## config.mk

```make
export PLATFORM = sky130hd
export DESIGN_NAME = pwm_row_driver
export DESIGN_NICKNAME = d
export VERILOG_FILES = /design/src/hdl/led_matrix_pkg.sv /design/src/hdl/pwm_row_driver.sv
export VERILOG_INCLUDE_DIRS = /design/src /design/src/include
export SDC_FILE = /design/constraint.sdc
export NUM_CORES = 1
export LEC_CHECK = 0
export BUFFER_PORTS_ARGS = -buffer_cell sky130_fd_sc_hd__buf_2
export CAP_MARGIN = 20
export CORE_AREA = 2 2 99 101
export DETAILED_ROUTE_END_ITERATION = 16
export DIE_AREA = 0 0 101 103
export PLACE_DENSITY = 0.83
export SLEW_MARGIN = 10
export SYNTH_ARGS = -nofsm -noshare
export SYNTH_HDL_FRONTEND = slang
export SYNTH_SLANG_ARGS = --single-unit
```

## constraint.sdc

```tcl
create_clock -name clk -period 1.75 [get_ports clk]
set_input_delay 0.175 -clock clk [delete_from_list [all_inputs] [get_ports clk]]
set_output_delay 0.175 -clock clk [all_outputs]
set_load 0.05 [all_outputs]
```

## src/include/led_matrix_defs.svh

```systemverilog
`ifndef LED_MATRIX_DEFS_SVH
`define LED_MATRIX_DEFS_SVH

// ==============================
// matrix geometry
// ==============================
`define LM_N_COLS        10     // column pairs per frame
`define LM_N_ROWS        14
`define LM_PIX_PER_COL   28     // two columns of 14 rows

// ==============================
// bus and frame memory
// ==============================
`define LM_DW            32
`define LM_AW            16
`define LM_FB_WORDS      2048   // 32-bit words of frame RAM

// ==============================
// scan timing in clocks
// ==============================
`define LM_LOAD_TIME     10
`define LM_LINE_TIME     128
`define LM_SHIFT_PERIOD  6      // advance half then rclk half
`define LM_DEFAULT_FRAME 0

`endif

```

## src/hdl/led_matrix_pkg.sv

```systemverilog
`include "led_matrix_defs.svh"

package led_matrix_pkg;

    // one RGB565 pixel, upper bits red
    typedef struct packed {
        logic [4:0] r;
        logic [5:0] g;
        logic [4:0] b;
    } rgb565_t;

    // RAM half-word, raw on the memory side, decoded by the scanner
    typedef union packed {
        logic [15:0] raw;
        rgb565_t     rgb;
    } pixel_word_u;

    typedef enum logic [1:0] {
        FIELD_BLUE  = 2'd0,
        FIELD_GREEN = 2'd1,
        FIELD_RED   = 2'd2
    } field_e;

    typedef struct packed {
        logic                  cyc;
        logic                  stb;
        logic                  we;
        logic [`LM_DW/8-1:0]   sel;
        logic [`LM_AW-1:0]     adr;
        logic [`LM_DW-1:0]     dat;
    } wb_req_t;

    typedef struct packed {
        logic        valid;
        logic [14:0] addr;     // half-word address
    } fetch_req_t;

    typedef struct packed {
        logic   display_active;
        logic   load_active;
        logic   col_first;
        field_e field;
    } scan_status_t;

endpackage

```

## src/hdl/pwm_row_driver.sv

```systemverilog
`timescale 1ns/1ps
`include "led_matrix_defs.svh"

module pwm_row_driver (
    input  logic                            clk,
    input  logic                            rst,
    input  led_matrix_pkg::scan_status_t    status_i,
    input  logic [`LM_PIX_PER_COL-1:0][5:0] pixels_i,
    output logic [3:0]                      latch_row_bank_o,
    output logic [7:0]                      row_data_o,
    output logic                            col_first_o,
    output logic                            col_advance_o,
    output logic                            col_rclk_o
);
    localparam int         N_BANKS    = 4;
    localparam int         SHIFT_W    = $clog2(`LM_SHIFT_PERIOD + 1);
    localparam int         HALF_SHIFT = `LM_SHIFT_PERIOD / 2;
    localparam logic [5:0] RAMP_MAX   = 6'd63;

    logic [5:0]                 ramp_q;
    logic [`LM_PIX_PER_COL-1:0] led_q;
    logic [8*N_BANKS-1:0]       led_pad;
    logic                       display_q;
    logic                       load_q;
    logic [2:0]                 bank_cnt_q;
    logic [1:0]                 bank;
    logic [SHIFT_W-1:0]         shift_cnt_q;

    // ==============================
    // PWM engine
    // ==============================
    always_ff @(posedge clk or posedge rst) begin
        if (rst) begin
            ramp_q    <= '0;
            led_q     <= '0;
            display_q <= 1'b0;
        end else begin
            display_q <= status_i.display_active;
            if (!status_i.display_active) begin
                ramp_q <= '0;
                led_q  <= '0;
            end else begin
                if (ramp_q != RAMP_MAX) ramp_q <= ramp_q + 1'b1;  // holds at top
                for (int i = 0; i < `LM_PIX_PER_COL; i++) begin
                    if (!display_q) led_q[i] <= (pixels_i[i] != '0);
                    else if (pixels_i[i] == ramp_q) led_q[i] <= 1'b0;
                end
            end
        end
    end

    // ==============================
    // row bank mux
    // ==============================
    always_ff @(posedge clk or posedge rst) begin
        if (rst) bank_cnt_q <= '0;
        else bank_cnt_q <= bank_cnt_q + 1'b1;
    end

    assign bank             = bank_cnt_q[2:1];   // two clocks per bank
    assign latch_row_bank_o = 4'b0001 << bank;
    assign led_pad          = (8*N_BANKS)'(led_q);
    assign row_data_o       = led_pad[8*bank +: 8];

    // column shift after each load window
    always_ff @(posedge clk or posedge rst) begin
        if (rst) begin
            load_q      <= 1'b0;
            shift_cnt_q <= '0;
            col_first_o <= 1'b0;
        end else begin
            load_q      <= status_i.load_active;
            col_first_o <= status_i.col_first;
            if (load_q && !status_i.load_active) shift_cnt_q <= SHIFT_W'(`LM_SHIFT_PERIOD);
            else if (shift_cnt_q != '0) shift_cnt_q <= shift_cnt_q - 1'b1;
        end
    end

    assign col_advance_o = (shift_cnt_q > SHIFT_W'(HALF_SHIFT));
    assign col_rclk_o    = (shift_cnt_q != '0) && (shift_cnt_q <= SHIFT_W'(HALF_SHIFT));

    shift_exclusive: assert property (@(posedge clk) disable iff (rst)
        !(col_advance_o && col_rclk_o));

endmodule

```

==> out/results.txt <==
Clock skew on the completed layout was measured at 3.38 ps. Summing all multi-input logic gate instances after layout gives 0.00327 mm². In this run the worst path has a maximum fanout of 7. The overall track demand over capacity in global routing was 0.266; the placed wire-length estimate was 11100 µm. The run gives 1570 ps as the required arrival time at the worst endpoint. The flow ran to the end, and the final reports show no timing, DRC or antenna violations. Number of CTS-inserted buffers: 5. The number of different library cells used by synthesis comes to 33. The first global-routing pass estimated 21900 µm of wire.

Fill cells in the final layout number 788. The synthesized net count is 659, and the final worst hold slack is 137 ps. The endpoint kind of the worst setup timing path is an output port.

The part of the Yosys area used for sequential elements came out at 0.235. The logs give 594 MHz for the timing-limited maximum frequency and 202 ps for the post-placement setup slack. The logs give 0.443 mV for the maximum VDD drop and 0.0549 for the global-route track usage on met3. The count of maximum capacitance violations was 0; the final antenna-violating net count was 0. Entering global routing, the biggest net connects 27 pins. During placement, the flow inserted port buffers numbering 187. For the wire length reported by the detailed router, the log shows 14200 µm. The number of flip-flops and latches in the synthesized netlist came out at 43. 0 antenna diodes ended up in the layout. In this run the core area contains 36 standard-cell rows. For the post-place instance area, the log shows 0.00567 mm².

The ratio of final minimum period to clock period works out to 0.961. The vertical die dimension is 103 µm. The shortest period the worst path allows was 1680 ps; the share of layout cells above drive strength 1 was 0.396.

The most utilized layer in the global route result was met2. 190 I/O pins were placed. For the source-to-sink clock delay at the later pin of the worst-skew pair, the log shows 290 ps. The worst path meets setup with 67.4 ps of slack.

TritonCTS built the clock tree. The clock tree synthesis step divided the H-tree into 2 levels. From synthesis to final layout, the design area changed by 27.7%.

The run gives 0.485 as the effective utilization at floorplan. The tools report the number of pins with negative max-slew slack in the final report as 0. The placer congestion estimate was 0.829; the total power density per cell area was 557 mW/mm². Summed over all failing endpoints, the final setup total negative slack is 0 ps. For the number of clock sinks seen by CTS, the log shows 43. In this run the standard cell core region covers 0.00946 mm². The initial DRC count is 140. The number of iterations in the first detailed-routing pass was 4. Routing usage on met1: 0.301. Yosys printed 0 warnings. The cell count after synthesis is 479.

After the last flow step, the layout net total stands at 849. STA classifies the critical path startpoint as a register. The via count of the first global-routing pass was 4825; the full die area was 0.0104 mm². With fillers left out, the area of the finished cells amounts to 0.00585 mm². Summing all flip-flop and latch instances after layout gives 0.00109 mm². The path class of the tightest hold or removal check is primary input to register. Setup repair after global routing left no endpoint under its margin. In this run the mean area of a mapped cell was 9.57 µm². STA puts the critical path data arrival time at 1510 ps. The number of antenna violations at the first check in global routing was 0; the mapped cell area was 0.00458 mm². Clock-pin slew was measured on the worst setup and hold paths at 80 ps.

The die boundary width works out to 101 µm. The cell sitting at the root of the clock tree is a sky130_fd_sc_hd__clkbuf_8. The tools report the total number of vias as 4617. At the pin with the least slew margin, the transition time is 623 ps. The logs give 0.00300 µW for the static leakage and 0 for the sum of overflow across all layers after global routing.

DRC violation count after routing: 0. The run gives 0 as the total setup violations reported at the end of the flow. The logs give 0.619 for the final core area utilization and 0 for the final hold violation count. Dividing the detail-routed wire length by the instance count gives 18.1 µm. The setup path with the least slack is of type register to output port.

The average vias per placed instance is 5.89, and the maximum count of clock buffers along a single path is 2. The worst relative slew slack is 0.585. The tools report the global-route track usage on met2 as 0.499.
## path summary, 6_finish.rpt
kind	from	to	slack [ps]	cells after the start
worst max-delay path	bank_cnt_q[1]	row_data_o[5]	70	5
worst min-delay path	pixels_i[64]	led_q[10]	140	3
worst max register to register	display_q	led_q[25]	200	4
worst min register to register	bank_cnt_q[0]	bank_cnt_q[0]	430	1
max in group asynchronous	rst	ramp_q[3]	940	4
min in group asynchronous	rst	shift_cnt_q[2]	310	3
## cell usage in the layout, fill, tap and decap left out, drive strengths merged, types with 5 or more instances in the layout
cell type	count
nand2	7
o31ai	29
o21ai	35
inv	6
clkbuf	8
o41ai	28
nand3	31
buf	214
and3	30
or4	28
xor2	169
dfrtp	43
ha	5
## critical path, stage by stage (launching register included)
cell and delay [ps]:
sky130_fd_sc_hd__dfrtp_2 480, sky130_fd_sc_hd__buf_4 190, sky130_fd_sc_hd__nor2b_4 160, sky130_fd_sc_hd__nand2_1 90, sky130_fd_sc_hd__o21ai_2 80, sky130_fd_sc_hd__buf_4 220
## metrics by stage
stage | power (µW) | cells
4_1_cts | 3270 | 780
3_3_place_gp | 2490 | 769
3_5_place_dp | 2560 | 769
6_report | 3260 | 784
2_1_floorplan | 2050 | 479
5_1_grt | 3440 | 784
## report_power, final
part	leakage, µW	switching [µW]	internal [µW]
sequential	0.000521	92.3	1110
combinational	0.00243	811	552
clock	0.0000515	336	361
## synthesized netlist by cell type, drive strengths merged
cell | number | area (µm²)
nand3 | 31 | 155
a211oi | 1 | 7.51
dfrtp | 43 | 1080
nor2b | 4 | 25.0
o21ai | 35 | 175
o41ai | 28 | 425
nor3 | 3 | 15.0
xor2 | 169 | 1480
mux2i | 4 | 40.0
and2 | 2 | 12.5
buf | 28 | 231
and3 | 30 | 188
xnor2 | 1 | 8.76
o31ai | 29 | 218
and4b | 1 | 10.0
nor3b | 1 | 7.51
or4 | 28 | 210
nor2 | 4 | 15.0
nand2 | 7 | 26.3
mux4 | 4 | 90.1
o21a | 1 | 7.51
nand2b | 1 | 6.26
a21oi | 1 | 5.00
ha | 5 | 62.6
nand4 | 1 | 6.26
clkbuf | 6 | 22.5
inv | 6 | 22.5
a31oi | 3 | 18.8
o211ai | 2 | 15.0
## what timing repair did
item | in CTS | in global routing
setup endpoints to repair | 8 | 6
endpoints found under the hold margin | 7 | 0
resized for setup | 7 | 1
buffers inserted | 0 | 4
hold buffers | 3 | 0
## state kept, by name, indices dropped and copies added (netlist names)
signal / cells
col_first_o: 1
led_q: 28
bank_cnt_q: 3
shift_cnt_q: 3
ramp_q: 6
display_q: 1
load_q: 1
## metal layers
metal,routed length (µm),share of wire
met2,7380,0.52
met5,0,0
met1,5710,0.40
met4,200,0.014
met3,896,0.063
## cell families after synthesis
logic type | synth area share
compound gates | 0.190
xor+xnor | 0.325
fa+ha+maj | 0.0137
buf+inv | 0.0603
flops | 0.235
mux | 0.0284
simple gates | 0.148
## cell type report
type	instances	area share
clock buffer	8	0.0171
tap	114	0.0244
multi-input combinational	396	0.559
timing repair buffer	217	0.210
inverter	6	0.00385
sequential	43	0.186
No activity file was read; power rests on OpenSTA's default activity.
