## src/include/led_matrix_defs.svh

```systemverilog
`ifndef LED_MATRIX_DEFS_SVH
`define LED_MATRIX_DEFS_SVH

// ==============================
// matrix geometry
// ==============================
`define LM_N_COLS        10     // column pairs per frame
`define LM_N_ROWS        14
`define LM_PIX_PER_COL   28     // two columns of 14 rows

// ==============================
// bus and frame memory
// ==============================
`define LM_DW            32
`define LM_AW            16
`define LM_FB_WORDS      2048   // 32-bit words of frame RAM

// ==============================
// scan timing in clocks
// ==============================
`define LM_LOAD_TIME     10
`define LM_LINE_TIME     128
`define LM_SHIFT_PERIOD  6      // advance half then rclk half
`define LM_DEFAULT_FRAME 0

`endif

```

## src/hdl/led_matrix_pkg.sv

```systemverilog
`include "led_matrix_defs.svh"

package led_matrix_pkg;

    // one RGB565 pixel, upper bits red
    typedef struct packed {
        logic [4:0] r;
        logic [5:0] g;
        logic [4:0] b;
    } rgb565_t;

    // RAM half-word, raw on the memory side, decoded by the scanner
    typedef union packed {
        logic [15:0] raw;
        rgb565_t     rgb;
    } pixel_word_u;

    typedef enum logic [1:0] {
        FIELD_BLUE  = 2'd0,
        FIELD_GREEN = 2'd1,
        FIELD_RED   = 2'd2
    } field_e;

    typedef struct packed {
        logic                  cyc;
        logic                  stb;
        logic                  we;
        logic [`LM_DW/8-1:0]   sel;
        logic [`LM_AW-1:0]     adr;
        logic [`LM_DW-1:0]     dat;
    } wb_req_t;

    typedef struct packed {
        logic        valid;
        logic [14:0] addr;     // half-word address
    } fetch_req_t;

    typedef struct packed {
        logic   display_active;
        logic   load_active;
        logic   col_first;
        field_e field;
    } scan_status_t;

endpackage

```

## src/hdl/scan_sequencer.sv

```systemverilog
`timescale 1ns/1ps
`include "led_matrix_defs.svh"

module scan_sequencer (
    input  logic                            clk,
    input  logic                            rst,
    input  logic                            bus_ram_live_i,
    input  logic [14:0]                     frame_addr_i,
    output led_matrix_pkg::fetch_req_t      fetch_req_o,
    input  led_matrix_pkg::pixel_word_u     fetch_data_i,
    output logic [14:0]                     base_addr_o,
    output logic [`LM_PIX_PER_COL-1:0][5:0] pixels_o,
    output led_matrix_pkg::scan_status_t    status_o,
    output logic                            frame_complete_o
);
    import led_matrix_pkg::*;

    localparam int COL_W = $clog2(`LM_N_COLS);
    localparam int PIX_W = $clog2(`LM_PIX_PER_COL);
    localparam int TMR_W = $clog2(`LM_LINE_TIME + `LM_LOAD_TIME);

    localparam logic [5:0] ST_START  = 6'b000001;  // wait for idle bus
    localparam logic [5:0] ST_FETCH2 = 6'b000010;
    localparam logic [5:0] ST_FETCH3 = 6'b000100;  // data valid here
    localparam logic [5:0] ST_NEXT   = 6'b001000;  // bus slot
    localparam logic [5:0] ST_LOAD   = 6'b010000;
    localparam logic [5:0] ST_DISP   = 6'b100000;

    logic [5:0]       state_q;
    logic [5:0]       state_d;
    logic [COL_W-1:0] col_q;
    logic [PIX_W-1:0] pix_q;
    logic [TMR_W-1:0] timer_q;
    field_e           field_q;
    logic [5:0]       intensity;
    logic             last_pix;
    logic             timer_done;
    logic             col_wrap;

    assign last_pix   = (pix_q == PIX_W'(`LM_PIX_PER_COL - 1));
    assign timer_done = (timer_q == '0);
    assign col_wrap   = (state_q == ST_DISP) && timer_done && (field_q == FIELD_RED)
                        && (col_q == COL_W'(`LM_N_COLS - 1));

    // ==============================
    // fetch port
    // ==============================
    assign fetch_req_o.valid = ((state_q == ST_START) && !bus_ram_live_i)
                               || (state_q == ST_FETCH2) || (state_q == ST_FETCH3);
    assign fetch_req_o.addr  = base_addr_o + 15'(col_q) * 15'(`LM_PIX_PER_COL) + 15'(pix_q);

    always_comb begin
        state_d = state_q;
        case (state_q)
            ST_START:  if (!bus_ram_live_i) state_d = ST_FETCH2;
            ST_FETCH2: state_d = ST_FETCH3;
            ST_FETCH3: state_d = ST_NEXT;
            ST_NEXT:   state_d = last_pix ? ST_LOAD : ST_START;
            ST_LOAD:   if (timer_done) state_d = ST_DISP;
            ST_DISP:   if (timer_done) state_d = ST_START;
            default:   state_d = ST_START;
        endcase
    end

    always_ff @(posedge clk or posedge rst) begin
        if (rst) begin
            state_q          <= ST_START;
            pix_q            <= '0;
            col_q            <= '0;
            timer_q          <= '0;
            field_q          <= FIELD_BLUE;
            base_addr_o      <= '0;
            frame_complete_o <= 1'b0;
        end else begin
            state_q          <= state_d;
            frame_complete_o <= col_wrap;
            case (state_q)
                ST_NEXT: begin
                    if (last_pix) begin
                        pix_q   <= '0;
                        timer_q <= TMR_W'(`LM_LOAD_TIME - 1);
                    end else begin
                        pix_q <= pix_q + 1'b1;
                    end
                end
                ST_LOAD: begin
                    if (timer_done) timer_q <= TMR_W'(`LM_LINE_TIME - 1);
                    else timer_q <= timer_q - 1'b1;
                end
                ST_DISP: begin
                    if (!timer_done) begin
                        timer_q <= timer_q - 1'b1;
                    end else if (field_q == FIELD_BLUE) begin
                        field_q <= FIELD_GREEN;
                    end else if (field_q == FIELD_GREEN) begin
                        field_q <= FIELD_RED;
                    end else begin
                        field_q <= FIELD_BLUE;
                        if (col_wrap) begin
                            col_q       <= '0;
                            base_addr_o <= frame_addr_i;  // new frame from here on
                        end else begin
                            col_q <= col_q + 1'b1;
                        end
                    end
                end
                default: ;
            endcase
        end
    end

    // ==============================
    // pixel latches
    // ==============================
    always_comb begin
        if (base_addr_o == '0) begin
            intensity = '0;   // blank frame
        end else begin
            case (field_q)
                FIELD_GREEN: intensity = fetch_data_i.rgb.g;
                FIELD_RED:   intensity = {fetch_data_i.rgb.r, 1'b0};
                default:     intensity = {fetch_data_i.rgb.b, 1'b0};
            endcase
        end
    end

    always_ff @(posedge clk) begin
        if (state_q == ST_FETCH3) pixels_o[pix_q] <= intensity;
    end

    assign status_o.display_active = (state_q == ST_DISP);
    assign status_o.load_active    = (state_q == ST_LOAD);
    assign status_o.col_first      = (col_q == '0) && (field_q == FIELD_BLUE);
    assign status_o.field          = field_q;

    state_onehot: assert property (@(posedge clk) disable iff (rst) $onehot(state_q));

endmodule

```

## config.mk

```make
export PLATFORM = sky130hd
export DESIGN_NAME = scan_sequencer
export DESIGN_NICKNAME = d
export VERILOG_FILES = /design/src/hdl/led_matrix_pkg.sv /design/src/hdl/scan_sequencer.sv
export VERILOG_INCLUDE_DIRS = /design/src /design/src/include
export SDC_FILE = /design/constraint.sdc
export NUM_CORES = 1
export LEC_CHECK = 0
export ABC_CLOCK_PERIOD_IN_PS = 6500
export BUFFER_PORTS_ARGS = -buffer_cell sky130_fd_sc_hd__buf_2
export CORE_UTILIZATION = 50
export DETAILED_ROUTE_END_ITERATION = 6
export GPL_TIMING_DRIVEN = 0
export PLACE_DENSITY_LB_ADDON = 0.15
export SLEW_MARGIN = 25
export SYNTH_ARGS = -nofsm -noshare
export SYNTH_HDL_FRONTEND = slang
export SYNTH_SLANG_ARGS = --single-unit
```

## constraint.sdc

```tcl
create_clock -name clk -period 6.5 [get_ports clk]
set_input_delay 1.3 -clock clk [delete_from_list [all_inputs] [get_ports clk]]
set_output_delay 1.3 -clock clk [all_outputs]
set_load 0.03 [all_outputs]
```

==> results.toml <==
[critical_path]
worstSetupEndpointType = "output port"
critPathMaxFanout = 8
required_ns = 5.20
cp-start-kind = "flop"
arrival_ns = 4.29
critPathKind = "reg -> out"
r2r_end = "pixels_o[64]"
reg2reg_depth = 4
r2r-start = "state_q[1]"
rrSetupSlack_ns = 3.42

[power]
switching_share = 0.225
peakVddDrop_uv = 159
pwr-share-comb = 0.082
power.density_nw_per_um2 = 274
finalPower_w = 0.00294
net-switching-power_w = 0.000662
seq_power_share = 0.509
p_clk_frac = 0.409
p_leak_nw = 4.53
p_int_w = 0.00228

[yosys]
ys_seq_elements = 209
syn_avg_cell_area_um2 = 15.7
synth.cell_area_um2 = 8360
synth_edf_count = 168
ys_dominant_reg_cell = "edfxtp_1"
synthCells = 531
ys_seq_area_frac = 0.726
syn_nets = 607
synth_cell_type_count = 57
yosysWarnings = 0
async_flop_share = 0.196

[detailed_routing]
dr.pass1.iters = 4
wl_per_cell_um = 18.0
m1WireLength_um = 7730
ant_nets = 0
drc_errors = 0
dr.first_iter.drc_count = 337
wl_met3_um = 1190
drt_wl_total_um = 18600
vias = 5357
viasPerCell = 5.18
top_layer = "met4"
wl_met2_um = 9410

[placement]
place_inst = 995
io_buffers = 238
gp_congestion = 0.813
place_hpwl_um = 13600

[clock_tree]
ctsHoldBuffers = 0
cts_root_buf = "clkbuf_16"
cts.sinks = 209
clkTransAtPathRegs_ns = 0.06
cts_tree = "built"
post_cts_resized = 0
h-tree-depth = 1
ctsLongestPathBuffers = 3
clk_latency_ns = 0.48
numCtsBuffers = 22
post_cts_buffers = 0

[run_status]
outcome = "completed"

[hold_path]
min-delay-start = "timer_q[7]"
hold_depth = 1
hold_end = "timer_q[7]"
hold_path.class = "reg -> reg"

[global_routing]
grt_max_degree = 26
grt_pass1_wl_um = 28300
grt_usage = 0.213
antenna_found_initial = 0
grt_overflow = 0
grt_pass1_vias = 5112

[floorplanning]
start_util = 0.519
ios = 239
dieWidth_um = 131
core_area_um2 = 16100
die-area_um2 = 17200
std_cell_rows = 46
fp.dieH_um = 131

[sta]
slew_headroom = 0.511
tns_ns = 0
worst_pin_slew_ns = 0.734
fin_worst_skew_ns = 0.00528
finalCritPeriodShare = 0.860
timing.fmax_mhz = 179
finalSetupViolations = 0
worst_hold_slack_ns = 0.491
hold_violations = 0
slew_violations = 0
fin_crit_ns = 5.59
rsz0062_at_grt = "false"

[finish]
diodes = 0
regArea_um2 = 6070
final_cells = 1034
multi_input_area_um2 = 2190
drive_above_1_share = 0.386
layout.nets = 879
num-fill-cells = 1143
area_growth_pct = 28.6

[job]
maxCapViolCount = 0
[metrics by stage]
| step | instance area [um^2] | setup WS (ns) | util |
|---|---|---|---|
| finish | 10800 | 0.911 | 0.667 |
| global route | 10800 | 0.735 | 0.667 |
| CTS | 10800 | 0.864 | 0.667 |
| detailed placement | 10000 | 1.43 | 0.623 |
| global placement | 9820 | 1.04 | 0.610 |
| floorplan | 8360 | 1.61 | - |
[area by class of cell]
| cell class | count | area share |
|---|---|---|
| sequential | 209 | 0.565 |
| inverter | 31 | 0.0108 |
| buffer | 7 | 0.00465 |
| clock buffer | 26 | 0.0546 |
| multi-input combinational | 284 | 0.204 |
| tap | 216 | 0.0251 |
| clock inverter | 13 | 0.0118 |
| timing repair buffer | 248 | 0.124 |
[cells by family (layout without fill, tap and decap cells)]
kind of cell    count (synthesis)  in the layout  share of synthesized area
simple gates                  140            140                     0.0862
flops                         209            209                      0.726
xor+xnor                       16             16                     0.0168
fa+ha+maj                      42             42                     0.0700
buf+inv                        38            325                     0.0199
compound gates                 67             67                     0.0510
mux                            19             19                     0.0301
[how the worst max path moves through the flow]
stage / end / depth (start not counted) / slack [ns] / from
3_3_place_gp: pixels_o[64] / 3 / 1.04 / fetch_data_i[14]
2_1_floorplan: fetch_req_o[14] / 12 / 1.61 / col_q[0]
6_report: fetch_req_o[11] / 12 / 0.91 / col_q[0]
5_1_grt: fetch_req_o[11] / 12 / 0.73 / col_q[0]
3_5_place_dp: fetch_req_o[11] / 12 / 1.43 / col_q[0]
4_1_cts: fetch_req_o[11] / 12 / 0.86 / col_q[0]
[flip-flops by register name, summed over array words and instances, names as in the netlist]
| register | cells |
|---|---|
| timer_q | 8 |
| field_q | 2 |
| col_q | 4 |
| base_addr_o | 15 |
| state_q | 6 |
| pix_q | 5 |
| pixels_o | 168 |
| frame_complete_o | 1 |
[cell usage after synthesis (2+ instances only)]
library cell | n | share of area
a211oi_1 | 5 | 0.0045
a21o_1 | 4 | 0.0036
a21oi_1 | 16 | 0.0096
a22oi_1 | 5 | 0.0045
a31oi_1 | 3 | 0.0022
and3_1 | 5 | 0.0037
clkbuf_1 | 4 | 0.0018
dfrtp_1 | 40 | 0.12
edfxtp_1 | 168 | 0.60
fa_1 | 8 | 0.019
ha_1 | 34 | 0.051
inv_1 | 31 | 0.014
mux2_2 | 9 | 0.012
mux2_4 | 10 | 0.018
nand2_1 | 24 | 0.011
nand2b_1 | 6 | 0.0045
nand3_1 | 11 | 0.0066
nor2_1 | 56 | 0.025
nor2b_1 | 3 | 0.0022
nor3_1 | 5 | 0.0030
nor3b_1 | 7 | 0.0063
nor4_1 | 3 | 0.0022
o21ai_0 | 17 | 0.010
o22ai_1 | 2 | 0.0015
o31ai_1 | 4 | 0.0036
or3_1 | 6 | 0.0045
xnor2_1 | 10 | 0.010
xor2_1 | 6 | 0.0063
[critical path: stages (launching register included)]
cell	delay [ns]
dfrtp_1	0.50
fa_1	0.58
ha_1	0.17
inv_1	0.06
fa_1	0.40
xor2_1	0.19
ha_1	0.29
ha_1	0.37
a21bo_2	0.21
o21ai_0	0.19
o311ai_0	0.46
xnor2_1	0.17
buf_2	0.22
[cells in the final DEF (no fill, tap or decap), types with 2 or more instances in the layout]
cell type,Yosys,final
o31ai_1,4,4
xor2_1,6,6
inv_1,31,30
and3_1,5,5
clkinv_2,0,2
a21oi_1,16,16
buf_6,1,7
clkinvlp_4,0,2
buf_8,0,2
nand2_1,24,24
a21o_1,4,4
buf_2,0,238
nand2b_1,6,6
nor4_1,3,3
or3_1,6,6
inv_6,0,3
o21ai_0,17,17
clkbuf_1,4,7
mux2_2,9,9
xnor2_1,10,10
edfxtp_1,168,168
ha_1,34,34
nor2_1,56,55
fa_1,8,8
nor3_1,5,5
clkbuf_16,0,23
nand3_1,11,11
nor3b_1,7,7
mux2_4,10,10
bufinv_16,0,2
a22oi_1,5,5
dfrtp_1,40,40
a211oi_4,0,5
nor2b_1,3,3
o22ai_1,2,2
a31oi_1,3,3
buf_12,1,2
clkinv_1,0,4
[per-layer routing]
layer | up-vias | global-route usage
met5 | - | 0
met4 | 0 | 0.0472
met3 | 28 | 0.0274
met2 | 228 | 0.382
met1 | 2597 | 0.276
li1 | 2504 | -
[power groups by stage]
stage          Combinational, W  Sequential, W  Clock, W
4_1_cts                0.000245        0.00150   0.00122
3_5_place_dp           0.000244        0.00152         0
3_3_place_gp           0.000228        0.00152         0
5_1_grt                0.000264        0.00150   0.00128
6_report               0.000242        0.00150   0.00120
2_1_floorplan          0.000152        0.00153         0
Note: power is estimated with default switching activity, not from simulation.
